### config.mk
export PLATFORM = sky130hd
export DESIGN_NAME = adc_acq_top
export DESIGN_NICKNAME = d
export VERILOG_FILES = /design/src/acq_pkg.sv /design/src/acq_ctrl_if.sv /design/src/acq_burst_timer.sv /design/src/acq_event_cntr.sv /design/src/acq_sample_pipe.sv /design/src/acq_sm.sv /design/src/acq_word_mux.sv /design/src/adc_acq_top.sv
export SDC_FILE = /design/constraint.sdc
export NUM_CORES = 1
export LEC_CHECK = 0
export BUFFER_PORTS_ARGS = -buffer_cell sky130_fd_sc_hd__buf_2
export CAP_MARGIN = 20
export CORE_MARGIN = 2
export CORE_UTILIZATION = 49
export DETAILED_ROUTE_END_ITERATION = 16
export PLACE_DENSITY = 0.77
export SLEW_MARGIN = 5
export SYNTH_ARGS = -nofsm -noshare
export SYNTH_HDL_FRONTEND = slang
export SYNTH_HIERARCHICAL = 1
export SYNTH_SLANG_ARGS = --single-unit
### constraint.sdc
create_clock -name adc_clk -period 4 [get_ports adc_clk]
set_input_delay 0.8 -clock adc_clk [delete_from_list [all_inputs] [get_ports adc_clk]]
set_output_delay 0.8 -clock adc_clk [all_outputs]
set_load 0.03 [all_outputs]
### src/acq_pkg.sv
package acq_pkg;

    //////////////////// widths
    localparam int SAMPLE_W       = 12;                // one adc sample
    localparam int PAIR_W         = 2 * SAMPLE_W + 2;  // two samples and two over-range flags
    localparam int PAIRS_PER_WORD = 4;                 // pairs in one data word
    localparam int ACQ_WORD_W     = 128;               // output word

    //////////////////// channel_tag bits
    localparam int TAG_DUMMY_BIT   = 3;  // selects dummy data instead of the adc pins
    localparam int TAG_RESTART_BIT = 4;  // restarts the dummy counter at each waveform

    // packed pair: [0] ovr0, [12:1] sample0, [13] ovr1, [25:14] sample1
    typedef logic [PAIR_W-1:0]     pair_t;
    typedef logic [ACQ_WORD_W-1:0] acq_word_t;

    // value is {acq_enable1, acq_enable0}
    typedef enum logic [1:0] {
        FILL_NONE  = 2'b00,
        FILL_MUON  = 2'b01,
        FILL_LASER = 2'b10,
        FILL_PED   = 2'b11
    } fill_type_t;

    typedef enum logic [1:0] {
        WSEL_NONE     = 2'd0,  // nothing goes out
        WSEL_FILL_HDR = 2'd1,
        WSEL_WFM_HDR  = 2'd2,
        WSEL_DATA     = 2'd3
    } word_sel_t;

    typedef enum logic [2:0] {
        ST_IDLE,
        ST_FILL_HDR,
        ST_WFM_HDR,
        ST_DATA,
        ST_GAP,
        ST_DONE
    } acq_state_t;

endpackage

### src/acq_ctrl_if.sv
`timescale 1ns/100ps

interface acq_ctrl_if
    import acq_pkg::*;
#(
    parameter int WFM_W = 12
) ();

    word_sel_t        word_sel;       // which word the mux formats next
    logic             dummy_restart;  // clear the dummy counter
    fill_type_t       fill_type;      // captured at the trigger
    logic [WFM_W-1:0] waveform_num;   // current waveform in the fill

    modport sm (
        output word_sel,
        output dummy_restart,
        output fill_type
    );

    modport cnt (output waveform_num);

    modport pipe (input dummy_restart);

    modport mux (
        input word_sel,
        input fill_type,
        input waveform_num
    );

endinterface

### src/acq_burst_timer.sv
`timescale 1ns/100ps

module acq_burst_timer
    import acq_pkg::*;
#(
    parameter int BURST_W = 23,
    parameter int GAP_W   = 22
) (
    input  logic               adc_clk,
    input  logic               dummy_dat_reset,
    input  fill_type_t         fill_type,
    input  logic [BURST_W-1:0] num_muon_bursts,
    input  logic [BURST_W-1:0] num_laser_bursts,
    input  logic [BURST_W-1:0] num_ped_bursts,
    input  logic [GAP_W-1:0]   waveform_gap,     // idle cycles between waveforms
    input  logic               load_wfm,
    input  logic               load_gap,
    output logic [BURST_W-1:0] fill_bursts,      // bursts per waveform for this fill
    output logic               beat,
    output logic               burst_zero,
    output logic               gap_zero
);

    logic [1:0]         beat_div;    // 8 samples = 4 pairs = 4 cycles
    logic [BURST_W-1:0] burst_left;  // beats left after the current one
    logic [GAP_W-1:0]   gap_left;

    assign beat       = (beat_div == 2'd3);
    assign burst_zero = (burst_left == '0);
    assign gap_zero   = (gap_left == '0);  // zero gap loads zero, so high at once

    //////////////////// fill size mux
    always_ff @(posedge adc_clk) begin
        case (fill_type)
            FILL_MUON:  fill_bursts <= num_muon_bursts;
            FILL_LASER: fill_bursts <= num_laser_bursts;
            FILL_PED:   fill_bursts <= num_ped_bursts;
            default:    fill_bursts <= '0;
        endcase
    end

    //////////////////// counters
    always_ff @(posedge adc_clk) begin
        if (dummy_dat_reset) begin
            beat_div   <= '0;
            burst_left <= '0;
            gap_left   <= '0;
        end else begin
            beat_div <= load_wfm ? 2'd0 : beat_div + 2'd1;  // first beat 4 cycles on
            if (load_wfm)
                burst_left <= fill_bursts - BURST_W'(1);
            else if (beat && !burst_zero)
                burst_left <= burst_left - BURST_W'(1);
            if (load_gap)
                gap_left <= waveform_gap;
            else if (!gap_zero)
                gap_left <= gap_left - GAP_W'(1);  // holds at zero
        end
    end

endmodule

### src/acq_event_cntr.sv
`timescale 1ns/100ps

module acq_event_cntr #(
    parameter int WFM_W  = 12,
    parameter int FILL_W = 24
) (
    input  logic              adc_clk,
    input  logic              dummy_dat_reset,
    input  logic [WFM_W-1:0]  num_waveforms,        // waveforms per trigger
    input  logic [FILL_W-1:0] initial_fill_num,
    input  logic              initial_fill_num_wr,  // load strobe for initial_fill_num
    input  logic              start_fill,
    input  logic              wfm_end,
    input  logic              fill_end,
    output logic [FILL_W-1:0] fill_num,
    output logic              last_wfm,
    acq_ctrl_if.cnt           ctrl
);

    // compare before the increment so the last waveform is known in ST_DATA
    assign last_wfm = ((ctrl.waveform_num + WFM_W'(1)) == num_waveforms);

    always_ff @(posedge adc_clk) begin
        if (dummy_dat_reset) begin
            ctrl.waveform_num <= '0;
            fill_num          <= '0;
        end else begin
            if (start_fill)
                ctrl.waveform_num <= '0;
            else if (wfm_end)
                ctrl.waveform_num <= ctrl.waveform_num + WFM_W'(1);
            if (initial_fill_num_wr)
                fill_num <= initial_fill_num;  // write wins over a fill end
            else if (fill_end)
                fill_num <= fill_num + FILL_W'(1);
        end
    end

endmodule

### src/acq_sample_pipe.sv
`timescale 1ns/100ps

module acq_sample_pipe
    import acq_pkg::*;
(
    input  logic                       adc_clk,
    input  logic                       dummy_dat_reset,
    input  pair_t                      adc_dat,      // packed pair from the pins
    input  logic [15:0]                channel_tag,
    output pair_t [PAIRS_PER_WORD-1:0] pairs,        // [0] oldest
    acq_ctrl_if.pipe                   ctrl
);

    logic [SAMPLE_W-1:0] dummy_cnt;  // integrity pattern

    //////////////////// dummy counter
    always_ff @(posedge adc_clk) begin
        if (dummy_dat_reset || ctrl.dummy_restart)
            dummy_cnt <= '0;
        else
            dummy_cnt <= dummy_cnt + SAMPLE_W'(1);  // every adc_clk
    end

    //////////////////// pair pipeline
    always_ff @(posedge adc_clk) begin
        if (channel_tag[TAG_DUMMY_BIT])
            pairs[PAIRS_PER_WORD-1] <= {~dummy_cnt, 1'b0, dummy_cnt, 1'b0};  // ovr flags 0
        else
            pairs[PAIRS_PER_WORD-1] <= adc_dat;
        pairs[PAIRS_PER_WORD-2:0] <= pairs[PAIRS_PER_WORD-1:1];  // shift toward 0
    end

endmodule

### src/acq_sm.sv
`timescale 1ns/100ps

module acq_sm
    import acq_pkg::*;
(
    input  logic        adc_clk,
    input  logic        dummy_dat_reset,  // sync, active high
    input  logic        acq_enable0,      // muon, or pedestal with enable1
    input  logic        acq_enable1,      // laser, or pedestal with enable0
    input  logic        acq_trig,
    input  logic [15:0] channel_tag,
    input  logic        beat,             // one burst slot every 4 cycles
    input  logic        burst_zero,       // this beat is the last of the waveform
    input  logic        gap_zero,         // idle gap has elapsed
    input  logic        last_wfm,         // current waveform is the final one
    output logic        load_wfm,
    output logic        load_gap,
    output logic        start_fill,
    output logic        wfm_end,
    output logic        fill_end,
    output logic        acq_done,
    output logic        sm_idle,
    acq_ctrl_if.sm      ctrl
);

    acq_state_t state;
    logic       trig_ok;    // trigger accepted this cycle
    logic       last_beat;  // final data beat of a waveform
    logic       done_d;     // lines acq_done up behind the last word

    assign trig_ok   = (state == ST_IDLE) && acq_trig && (acq_enable0 || acq_enable1);
    assign last_beat = (state == ST_DATA) && beat && burst_zero;

    assign start_fill = (state == ST_FILL_HDR);  // clear waveform number
    assign load_wfm   = (state == ST_WFM_HDR);   // restart beat and burst count
    assign load_gap   = last_beat;
    assign wfm_end    = last_beat;                // advance waveform number
    assign fill_end   = (state == ST_DONE);       // advance fill number
    assign sm_idle    = (state == ST_IDLE);

    assign ctrl.dummy_restart = (state == ST_WFM_HDR) && channel_tag[TAG_RESTART_BIT];

    //////////////////// state register
    always_ff @(posedge adc_clk) begin
        if (dummy_dat_reset) begin
            state <= ST_IDLE;
        end else begin
            case (state)
                ST_IDLE: begin
                    if (trig_ok)
                        state <= ST_FILL_HDR;
                end
                ST_FILL_HDR: state <= ST_WFM_HDR;  // one cycle
                ST_WFM_HDR:  state <= ST_DATA;     // one cycle
                ST_DATA: begin
                    if (last_beat)
                        state <= last_wfm ? ST_DONE : ST_GAP;
                end
                ST_GAP: begin
                    if (gap_zero)
                        state <= ST_WFM_HDR;
                end
                ST_DONE: state <= ST_IDLE;
                default: state <= ST_IDLE;
            endcase
        end
    end

    //////////////////// steering to the data path
    always_ff @(posedge adc_clk) begin
        if (dummy_dat_reset) begin
            ctrl.word_sel  <= WSEL_NONE;
            ctrl.fill_type <= FILL_NONE;
            done_d         <= 1'b0;
            acq_done       <= 1'b0;
        end else begin
            done_d   <= fill_end;  // same two-cycle delay as the word path
            acq_done <= done_d;
            if (trig_ok)
                ctrl.fill_type <= fill_type_t'({acq_enable1, acq_enable0});
            case (state)
                ST_FILL_HDR: ctrl.word_sel <= WSEL_FILL_HDR;
                ST_WFM_HDR:  ctrl.word_sel <= WSEL_WFM_HDR;
                ST_DATA:     ctrl.word_sel <= beat ? WSEL_DATA : WSEL_NONE;
                default:     ctrl.word_sel <= WSEL_NONE;
            endcase
        end
    end

endmodule

### src/acq_word_mux.sv
`timescale 1ns/100ps

module acq_word_mux
    import acq_pkg::*;
#(
    parameter int BURST_W = 23,
    parameter int GAP_W   = 22,
    parameter int WFM_W   = 12,
    parameter int FILL_W  = 24
) (
    input  logic                       adc_clk,
    input  logic                       dummy_dat_reset,
    input  pair_t [PAIRS_PER_WORD-1:0] pairs,
    input  logic [15:0]                channel_tag,
    input  logic [FILL_W-1:0]          fill_num,
    input  logic [BURST_W-1:0]         fill_bursts,
    input  logic [WFM_W-1:0]           num_waveforms,
    input  logic [GAP_W-1:0]           waveform_gap,
    output acq_word_t                  out_dat,
    output logic                       out_valid,
    acq_ctrl_if.mux                    ctrl
);

    acq_word_t fill_hdr;
    acq_word_t wfm_hdr;
    acq_word_t data_word;

    // zero extended above the top field
    assign fill_hdr  = acq_word_t'({waveform_gap, num_waveforms, fill_bursts,
                                    ctrl.fill_type, channel_tag, fill_num});
    assign wfm_hdr   = acq_word_t'({ctrl.waveform_num, channel_tag, fill_num});
    assign data_word = acq_word_t'(pairs);  // pair 0 in the low bits

    always_ff @(posedge adc_clk) begin
        case (ctrl.word_sel)
            WSEL_FILL_HDR: out_dat <= fill_hdr;
            WSEL_WFM_HDR:  out_dat <= wfm_hdr;
            WSEL_DATA:     out_dat <= data_word;
            default:       out_dat <= '0;
        endcase
    end

    always_ff @(posedge adc_clk) begin
        if (dummy_dat_reset)
            out_valid <= 1'b0;
        else
            out_valid <= (ctrl.word_sel != WSEL_NONE);  // aligned with out_dat
    end

endmodule

### src/adc_acq_top.sv
`timescale 1ns/100ps

module adc_acq_top
    import acq_pkg::*;
#(
    parameter int BURST_W = 23,
    parameter int GAP_W   = 22,
    parameter int WFM_W   = 12,
    parameter int FILL_W  = 24
) (
    input  logic               adc_clk,
    input  logic               dummy_dat_reset,
    input  pair_t              adc_dat,              // sampled pair, 26 bits
    input  logic [15:0]        channel_tag,          // header info and dummy controls
    input  logic [BURST_W-1:0] num_muon_bursts,
    input  logic [BURST_W-1:0] num_laser_bursts,
    input  logic [BURST_W-1:0] num_ped_bursts,
    input  logic [FILL_W-1:0]  initial_fill_num,
    input  logic               initial_fill_num_wr,
    input  logic               acq_enable0,
    input  logic               acq_enable1,
    input  logic               acq_trig,
    input  logic [WFM_W-1:0]   num_waveforms,
    input  logic [GAP_W-1:0]   waveform_gap,
    output logic               acq_enabled,          // acquisition rather than readout
    output logic [FILL_W-1:0]  fill_num,
    output acq_word_t          adc_acq_out_dat,
    output logic               adc_acq_out_valid,
    output logic               acq_done,
    output logic               adc_acq_sm_idle       // front panel status
);

    logic [BURST_W-1:0]         fill_bursts;
    logic                       beat;
    logic                       burst_zero;
    logic                       gap_zero;
    logic                       load_wfm;
    logic                       load_gap;
    logic                       start_fill;
    logic                       wfm_end;
    logic                       fill_end;
    logic                       last_wfm;
    pair_t [PAIRS_PER_WORD-1:0] pairs;

    assign acq_enabled = acq_enable0 | acq_enable1;

    acq_ctrl_if #(.WFM_W(WFM_W)) ctrl ();

    //////////////////// control
    acq_sm u_sm (
        .adc_clk, .dummy_dat_reset,
        .acq_enable0, .acq_enable1, .acq_trig, .channel_tag,
        .beat, .burst_zero, .gap_zero, .last_wfm,
        .load_wfm, .load_gap, .start_fill, .wfm_end, .fill_end,
        .acq_done,
        .sm_idle (adc_acq_sm_idle),
        .ctrl    (ctrl.sm)
    );

    acq_burst_timer #(.BURST_W(BURST_W), .GAP_W(GAP_W)) u_timer (
        .adc_clk, .dummy_dat_reset,
        .fill_type (ctrl.fill_type),
        .num_muon_bursts, .num_laser_bursts, .num_ped_bursts, .waveform_gap,
        .load_wfm, .load_gap,
        .fill_bursts, .beat, .burst_zero, .gap_zero
    );

    acq_event_cntr #(.WFM_W(WFM_W), .FILL_W(FILL_W)) u_cntr (
        .adc_clk, .dummy_dat_reset,
        .num_waveforms, .initial_fill_num, .initial_fill_num_wr,
        .start_fill, .wfm_end, .fill_end,
        .fill_num, .last_wfm,
        .ctrl (ctrl.cnt)
    );

    //////////////////// data path
    acq_sample_pipe u_pipe (
        .adc_clk, .dummy_dat_reset,
        .adc_dat, .channel_tag, .pairs,
        .ctrl (ctrl.pipe)
    );

    acq_word_mux #(
        .BURST_W (BURST_W),
        .GAP_W   (GAP_W),
        .WFM_W   (WFM_W),
        .FILL_W  (FILL_W)
    ) u_mux (
        .adc_clk, .dummy_dat_reset,
        .pairs, .channel_tag, .fill_num, .fill_bursts, .num_waveforms, .waveform_gap,
        .out_dat   (adc_acq_out_dat),
        .out_valid (adc_acq_out_valid),
        .ctrl      (ctrl.mux)
    );

endmodule

==> report_table.html <==
<table>
<tr><th>Metric</th><th>Value</th></tr>
<tr><th colspan="2">Clock network</th></tr>
<tr><td>Count of buffers added by post-CTS timing repair for setup</td><td>0</td></tr>
<tr><td>Number of gates resized after CTS</td><td>0</td></tr>
<tr><td>H-tree depth</td><td>2</td></tr>
<tr><td>Num CTS Buffers</td><td>36</td></tr>
<tr><td>Worst skew pair latency</td><td>0.51 ns</td></tr>
<tr><td>Hold buffer count at CTS</td><td>0</td></tr>
<tr><td>Clock tree buffer depth</td><td>3</td></tr>
<tr><td>CTS tree</td><td>built</td></tr>
<tr><td># clock sinks</td><td>336</td></tr>
<tr><td>Library cell used as clock root buffer</td><td>sky130_fd_sc_hd__clkbuf_16</td></tr>
<tr><td>Clock slew at reported path FFs</td><td>0.06 ns</td></tr>
<tr><th colspan="2">GRT</th></tr>
<tr><td>Global Route Usage Sum</td><td>25.6%</td></tr>
<tr><td>Antenna violations before repair</td><td>0</td></tr>
<tr><td>Residual overflow from global routing</td><td>0</td></tr>
<tr><td>Via count of the first global-routing pass</td><td>10900</td></tr>
<tr><td>Largest net degree at the start of global routing</td><td>106</td></tr>
<tr><td>Global-route wire length before repair</td><td>61200 µm</td></tr>
<tr><th colspan="2">Timing</th></tr>
<tr><td>Final period util</td><td>86.8%</td></tr>
<tr><td>Total setup violations reported at the end of the flow</td><td>0</td></tr>
<tr><td>Max-slew violations</td><td>0</td></tr>
<tr><td>Actual slew at the worst max-slew pin</td><td>1.06 ns</td></tr>
<tr><td>Max_slew headroom</td><td>29.1%</td></tr>
<tr><td>Final worst slack</td><td>0.529 ns</td></tr>
<tr><td>Fmax</td><td>288 MHz</td></tr>
<tr><td>RSZ-0062 raised after global routing</td><td>no</td></tr>
<tr><td>Final worst clock skew</td><td>0.0194 ns</td></tr>
<tr><td>Hold Vio Cnt, Final</td><td>0</td></tr>
<tr><td>Fin Setup TNS</td><td>0 ns</td></tr>
<tr><td>Final critical-path required period</td><td>3.47 ns</td></tr>
<tr><th colspan="2">Floorplanning</th></tr>
<tr><td>DIE AREA</td><td>29900 µm²</td></tr>
<tr><td>Starting density of the core</td><td>50.0%</td></tr>
<tr><td>Area of the core</td><td>27900 µm²</td></tr>
<tr><td>DIE HEIGHT</td><td>173 µm</td></tr>
<tr><td>Number of primary I/O pins</td><td>331</td></tr>
<tr><td>Row count</td><td>61</td></tr>
<tr><td>Chip width</td><td>173 µm</td></tr>
<tr><th colspan="2">Logic synthesis</th></tr>
<tr><td>Cell variety after synth</td><td>84</td></tr>
<tr><td>Post-synthesis compound-gate area fraction</td><td>11.8%</td></tr>
<tr><td>Multiplexer share of the synthesized area</td><td>12.4%</td></tr>
<tr><td>Post-synthesis share of cell area spent on full adders, half adders and majority gates</td><td>0.537%</td></tr>
<tr><td>Dominant cell type by area after synthesis</td><td>sky130_fd_sc_hd__dfxtp_1</td></tr>
<tr><td>Top cell type's share of synthesized area</td><td>48.1%</td></tr>
<tr><td>Predominant post-synthesis flop cell</td><td>sky130_fd_sc_hd__dfxtp_1</td></tr>
<tr><td>Cell count after synthesis</td><td>1352</td></tr>
<tr><td>EDFF count, synth</td><td>0</td></tr>
<tr><td>Post-synthesis area per instance</td><td>10.3 µm²</td></tr>
<tr><td>Dominant combinational cell family by area after synthesis</td><td>simple AND/OR/NAND/NOR gates</td></tr>
<tr><td>Yosys warning total</td><td>6</td></tr>
<tr><td>Post-synthesis sequential area ratio</td><td>48.1%</td></tr>
<tr><td>XOR/XNOR share of the synthesized area</td><td>5.89%</td></tr>
<tr><td>Most common cell in the synthesized netlist</td><td>sky130_fd_sc_hd__dfxtp_1</td></tr>
<tr><td>Asr flop ratio synth</td><td>0%</td></tr>
<tr><td>Post-synthesis register bit count</td><td>336</td></tr>
<tr><td>Cell types occupying the most area after synthesis</td><td>sky130_fd_sc_hd__dfxtp_1 (48%), sky130_fd_sc_hd__mux2_2 (6.8%), sky130_fd_sc_hd__mux2i_1 (5.2%), sky130_fd_sc_hd__a22o_1 (4.7%), sky130_fd_sc_hd__xnor2_1 (3.6%)</td></tr>
<tr><td>Area fraction in and, or, nand and nor cells after synthesis</td><td>15.9%</td></tr>
<tr><td>Most numerous cell types in the synthesized netlist</td><td>sky130_fd_sc_hd__dfxtp_1 (336), sky130_fd_sc_hd__nor2_1 (87), sky130_fd_sc_hd__mux2_2 (85), sky130_fd_sc_hd__a22o_1 (75), sky130_fd_sc_hd__mux2i_1 (72)</td></tr>
<tr><td>Cell area after technology mapping</td><td>14000 µm²</td></tr>
<tr><th colspan="2">Critical path</th></tr>
<tr><td>Sort of element at the start of the critical path</td><td>register</td></tr>
<tr><td>Register-to-Register Setup Slack</td><td>0.53 ns</td></tr>
<tr><td>Reg-to-Reg End</td><td>u_timer/burst_left[18]</td></tr>
<tr><td>Data required time at the worst endpoint</td><td>4.43 ns</td></tr>
<tr><td>Crit path DAT</td><td>3.90 ns</td></tr>
<tr><td>Kind of end point of the critical path</td><td>register</td></tr>
<tr><td>Logic depth of the worst register-to-register path</td><td>10</td></tr>
<tr><td>Max FO, Critical Path</td><td>12</td></tr>
<tr><td>RR Startpoint</td><td>u_sm/state[1]</td></tr>
<tr><td>Setup CP Type</td><td>reg -&gt; reg</td></tr>
<tr><th colspan="2">Min path</th></tr>
<tr><td>Terminating pin of the worst hold path</td><td>u_pipe/pairs[75]</td></tr>
<tr><td>Hold Crit Depth</td><td>0</td></tr>
<tr><td>Hold Startpoint</td><td>u_pipe/pairs[101]</td></tr>
<tr><td>Class of the most critical hold timing path</td><td>reg -&gt; reg</td></tr>
<tr><th colspan="2">Final layout</th></tr>
<tr><td>Ratio of cells with drive above 1 in the final layout</td><td>30.2%</td></tr>
<tr><td>Antenna diodes</td><td>0</td></tr>
<tr><td>Area Overhead vs Synth</td><td>20.5%</td></tr>
<tr><td>Final net count</td><td>1813</td></tr>
<tr><th colspan="2">Status</th></tr>
<tr><td>Run status</td><td>complete, no violations</td></tr>
<tr><th colspan="2">Pwr</th></tr>
<tr><td>Worst ir drop on vdd</td><td>0.000334 V</td></tr>
<tr><td>Pwr dens</td><td>545 nW/µm²</td></tr>
<tr><td>Reported leakage power</td><td>7.13 nW</td></tr>
<tr><td>Total power</td><td>9.17 mW</td></tr>
<tr><th colspan="2">Place</th></tr>
<tr><td>Placement Setup Slack</td><td>0.592 ns</td></tr>
<tr><td>Routability congestion estimate from global placement</td><td>0.993</td></tr>
<tr><td>Total half-perimeter wirelength after legalization and detailed placement</td><td>29200 µm</td></tr>
<tr><td>Count of buffers from port buffering</td><td>306</td></tr>
<tr><th colspan="2">Detailed routing</th></tr>
<tr><td>First-iteration detailed-routing DRC count</td><td>844</td></tr>
<tr><td>TritonRoute pass-1 iters</td><td>6</td></tr>
<tr><td>Routed wire length</td><td>39500 µm</td></tr>
<tr><td>Residual DRC</td><td>0</td></tr>
<tr><td>Avg Vias per Cell</td><td>5.55</td></tr>
<tr><td>DRT antenna net count</td><td>0</td></tr>
<tr><td>Vias after detailed routing</td><td>11300</td></tr>
<tr><td>WL per Instance</td><td>19.4 µm</td></tr>
<tr><th colspan="2">Job</th></tr>
<tr><td>Count of max-cap constraint violations</td><td>0</td></tr>
</table>
==> worst max-delay path, cell delays in order, from the launching register on <==
cell and delay, ns:
sky130_fd_sc_hd__dfxtp_1 0.60, sky130_fd_sc_hd__inv_4 0.12, sky130_fd_sc_hd__nor3_4 0.39, sky130_fd_sc_hd__mux2i_1 0.26, sky130_fd_sc_hd__ha_1 0.26, sky130_fd_sc_hd__inv_1 0.07
sky130_fd_sc_hd__a211o_1 0.32, sky130_fd_sc_hd__or4_1 0.71, sky130_fd_sc_hd__or3_1 0.37, sky130_fd_sc_hd__a31oi_1 0.14, sky130_fd_sc_hd__a21boi_2 0.16
==> sequential cells by signal, indices dropped and copies added (netlist names), 2 cells and up <==
register                  cells
u_mux/out_dat               104
u_pipe/pairs                104
u_cntr/fill_num              24
u_timer/burst_left           23
u_timer/fill_bursts          23
u_timer/gap_left             22
u_cntr/ctrl.waveform_num     12
u_pipe/dummy_cnt             12
u_sm/state                    3
u_sm/ctrl.fill_type           2
u_sm/ctrl.word_sel            2
u_timer/beat_div              2
==> worst max-delay path by stage <==
stage                   from                     end  cells past startpoint
2_1_floorplan  u_sm/state[1]  u_timer/burst_left[18]                     17
3_3_place_gp   u_sm/state[1]  u_timer/burst_left[18]                      8
3_5_place_dp   u_sm/state[1]  u_timer/burst_left[18]                     10
4_1_cts        u_sm/state[1]  u_timer/burst_left[18]                     10
5_1_grt        u_sm/state[1]  u_timer/burst_left[18]                     10
6_report       u_sm/state[1]  u_timer/burst_left[18]                     10
==> per-stage QoR <==
step	util [%]	cell area (µm²)	hold slack, ns	std cells
after floorplan	-	14100	0.324	1375
after global placement	55.7	15600	0.330	1971
after detailed placement	55.7	15600	0.330	1971
after CTS	60.2	16800	0.345	2035
after global routing	60.3	16800	0.354	2036
final	60.3	16800	0.343	2036
==> cell usage in the layout, fill, tap and decap left out, drive strengths merged, types with 23 or more instances in the layout <==
cell type / count
a21oi: 34
a22o: 75
buf: 321
clkbuf: 56
conb: 24
dfxtp: 336
inv: 27
mux2: 90
mux2i: 72
nand2: 58
nand3: 23
nor2: 87
nor2b: 60
nor3: 52
nor4: 23
o21ai: 38
xnor2: 57
xor2: 37
==> logic make-up (layout without fill, tap and decap cells) <==
logic type	Yosys count	count (layout)
other	1	24
muxes	162	162
buffers and inverters	129	412
AOI/OAI and AO/OA	223	223
adders and majority gates	6	6
and+or+nand+nor	401	401
xor gates and xnor gates	94	94
DFF	336	336
==> cell type report <==
cell class | count | area (µm²)
Multi-Input combinational cell | 910 | 6610
Clock buffer | 56 | 1160
Clock inverter | 8 | 104
Fill cell | 2336 | 11100
Sequential cell | 336 | 6730
Inverter | 27 | 104
Tap cell | 378 | 473
Timing Repair Buffer | 321 | 1650
==> routing by layer <==
layer / GRT usage [%] / vias to the layer above / part of all wire (%)
li1: - / 5335 / -
met1: 33.8 / 5287 / 43
met2: 41.3 / 575 / 45
met3: 4.53 / 102 / 7.7
met4: 10.9 / 0 / 4.1
met5: 0 / - / 0
==> report_power, final <==
| part | switching [mW] | internal [mW] |
|---|---|---|
| sequential | 0.297 | 3.63 |
| combinational | 1.07 | 0.755 |
| clock | 1.29 | 2.13 |
| total | 2.65 | 6.51 |
Power figures use the tool's default switching activity.
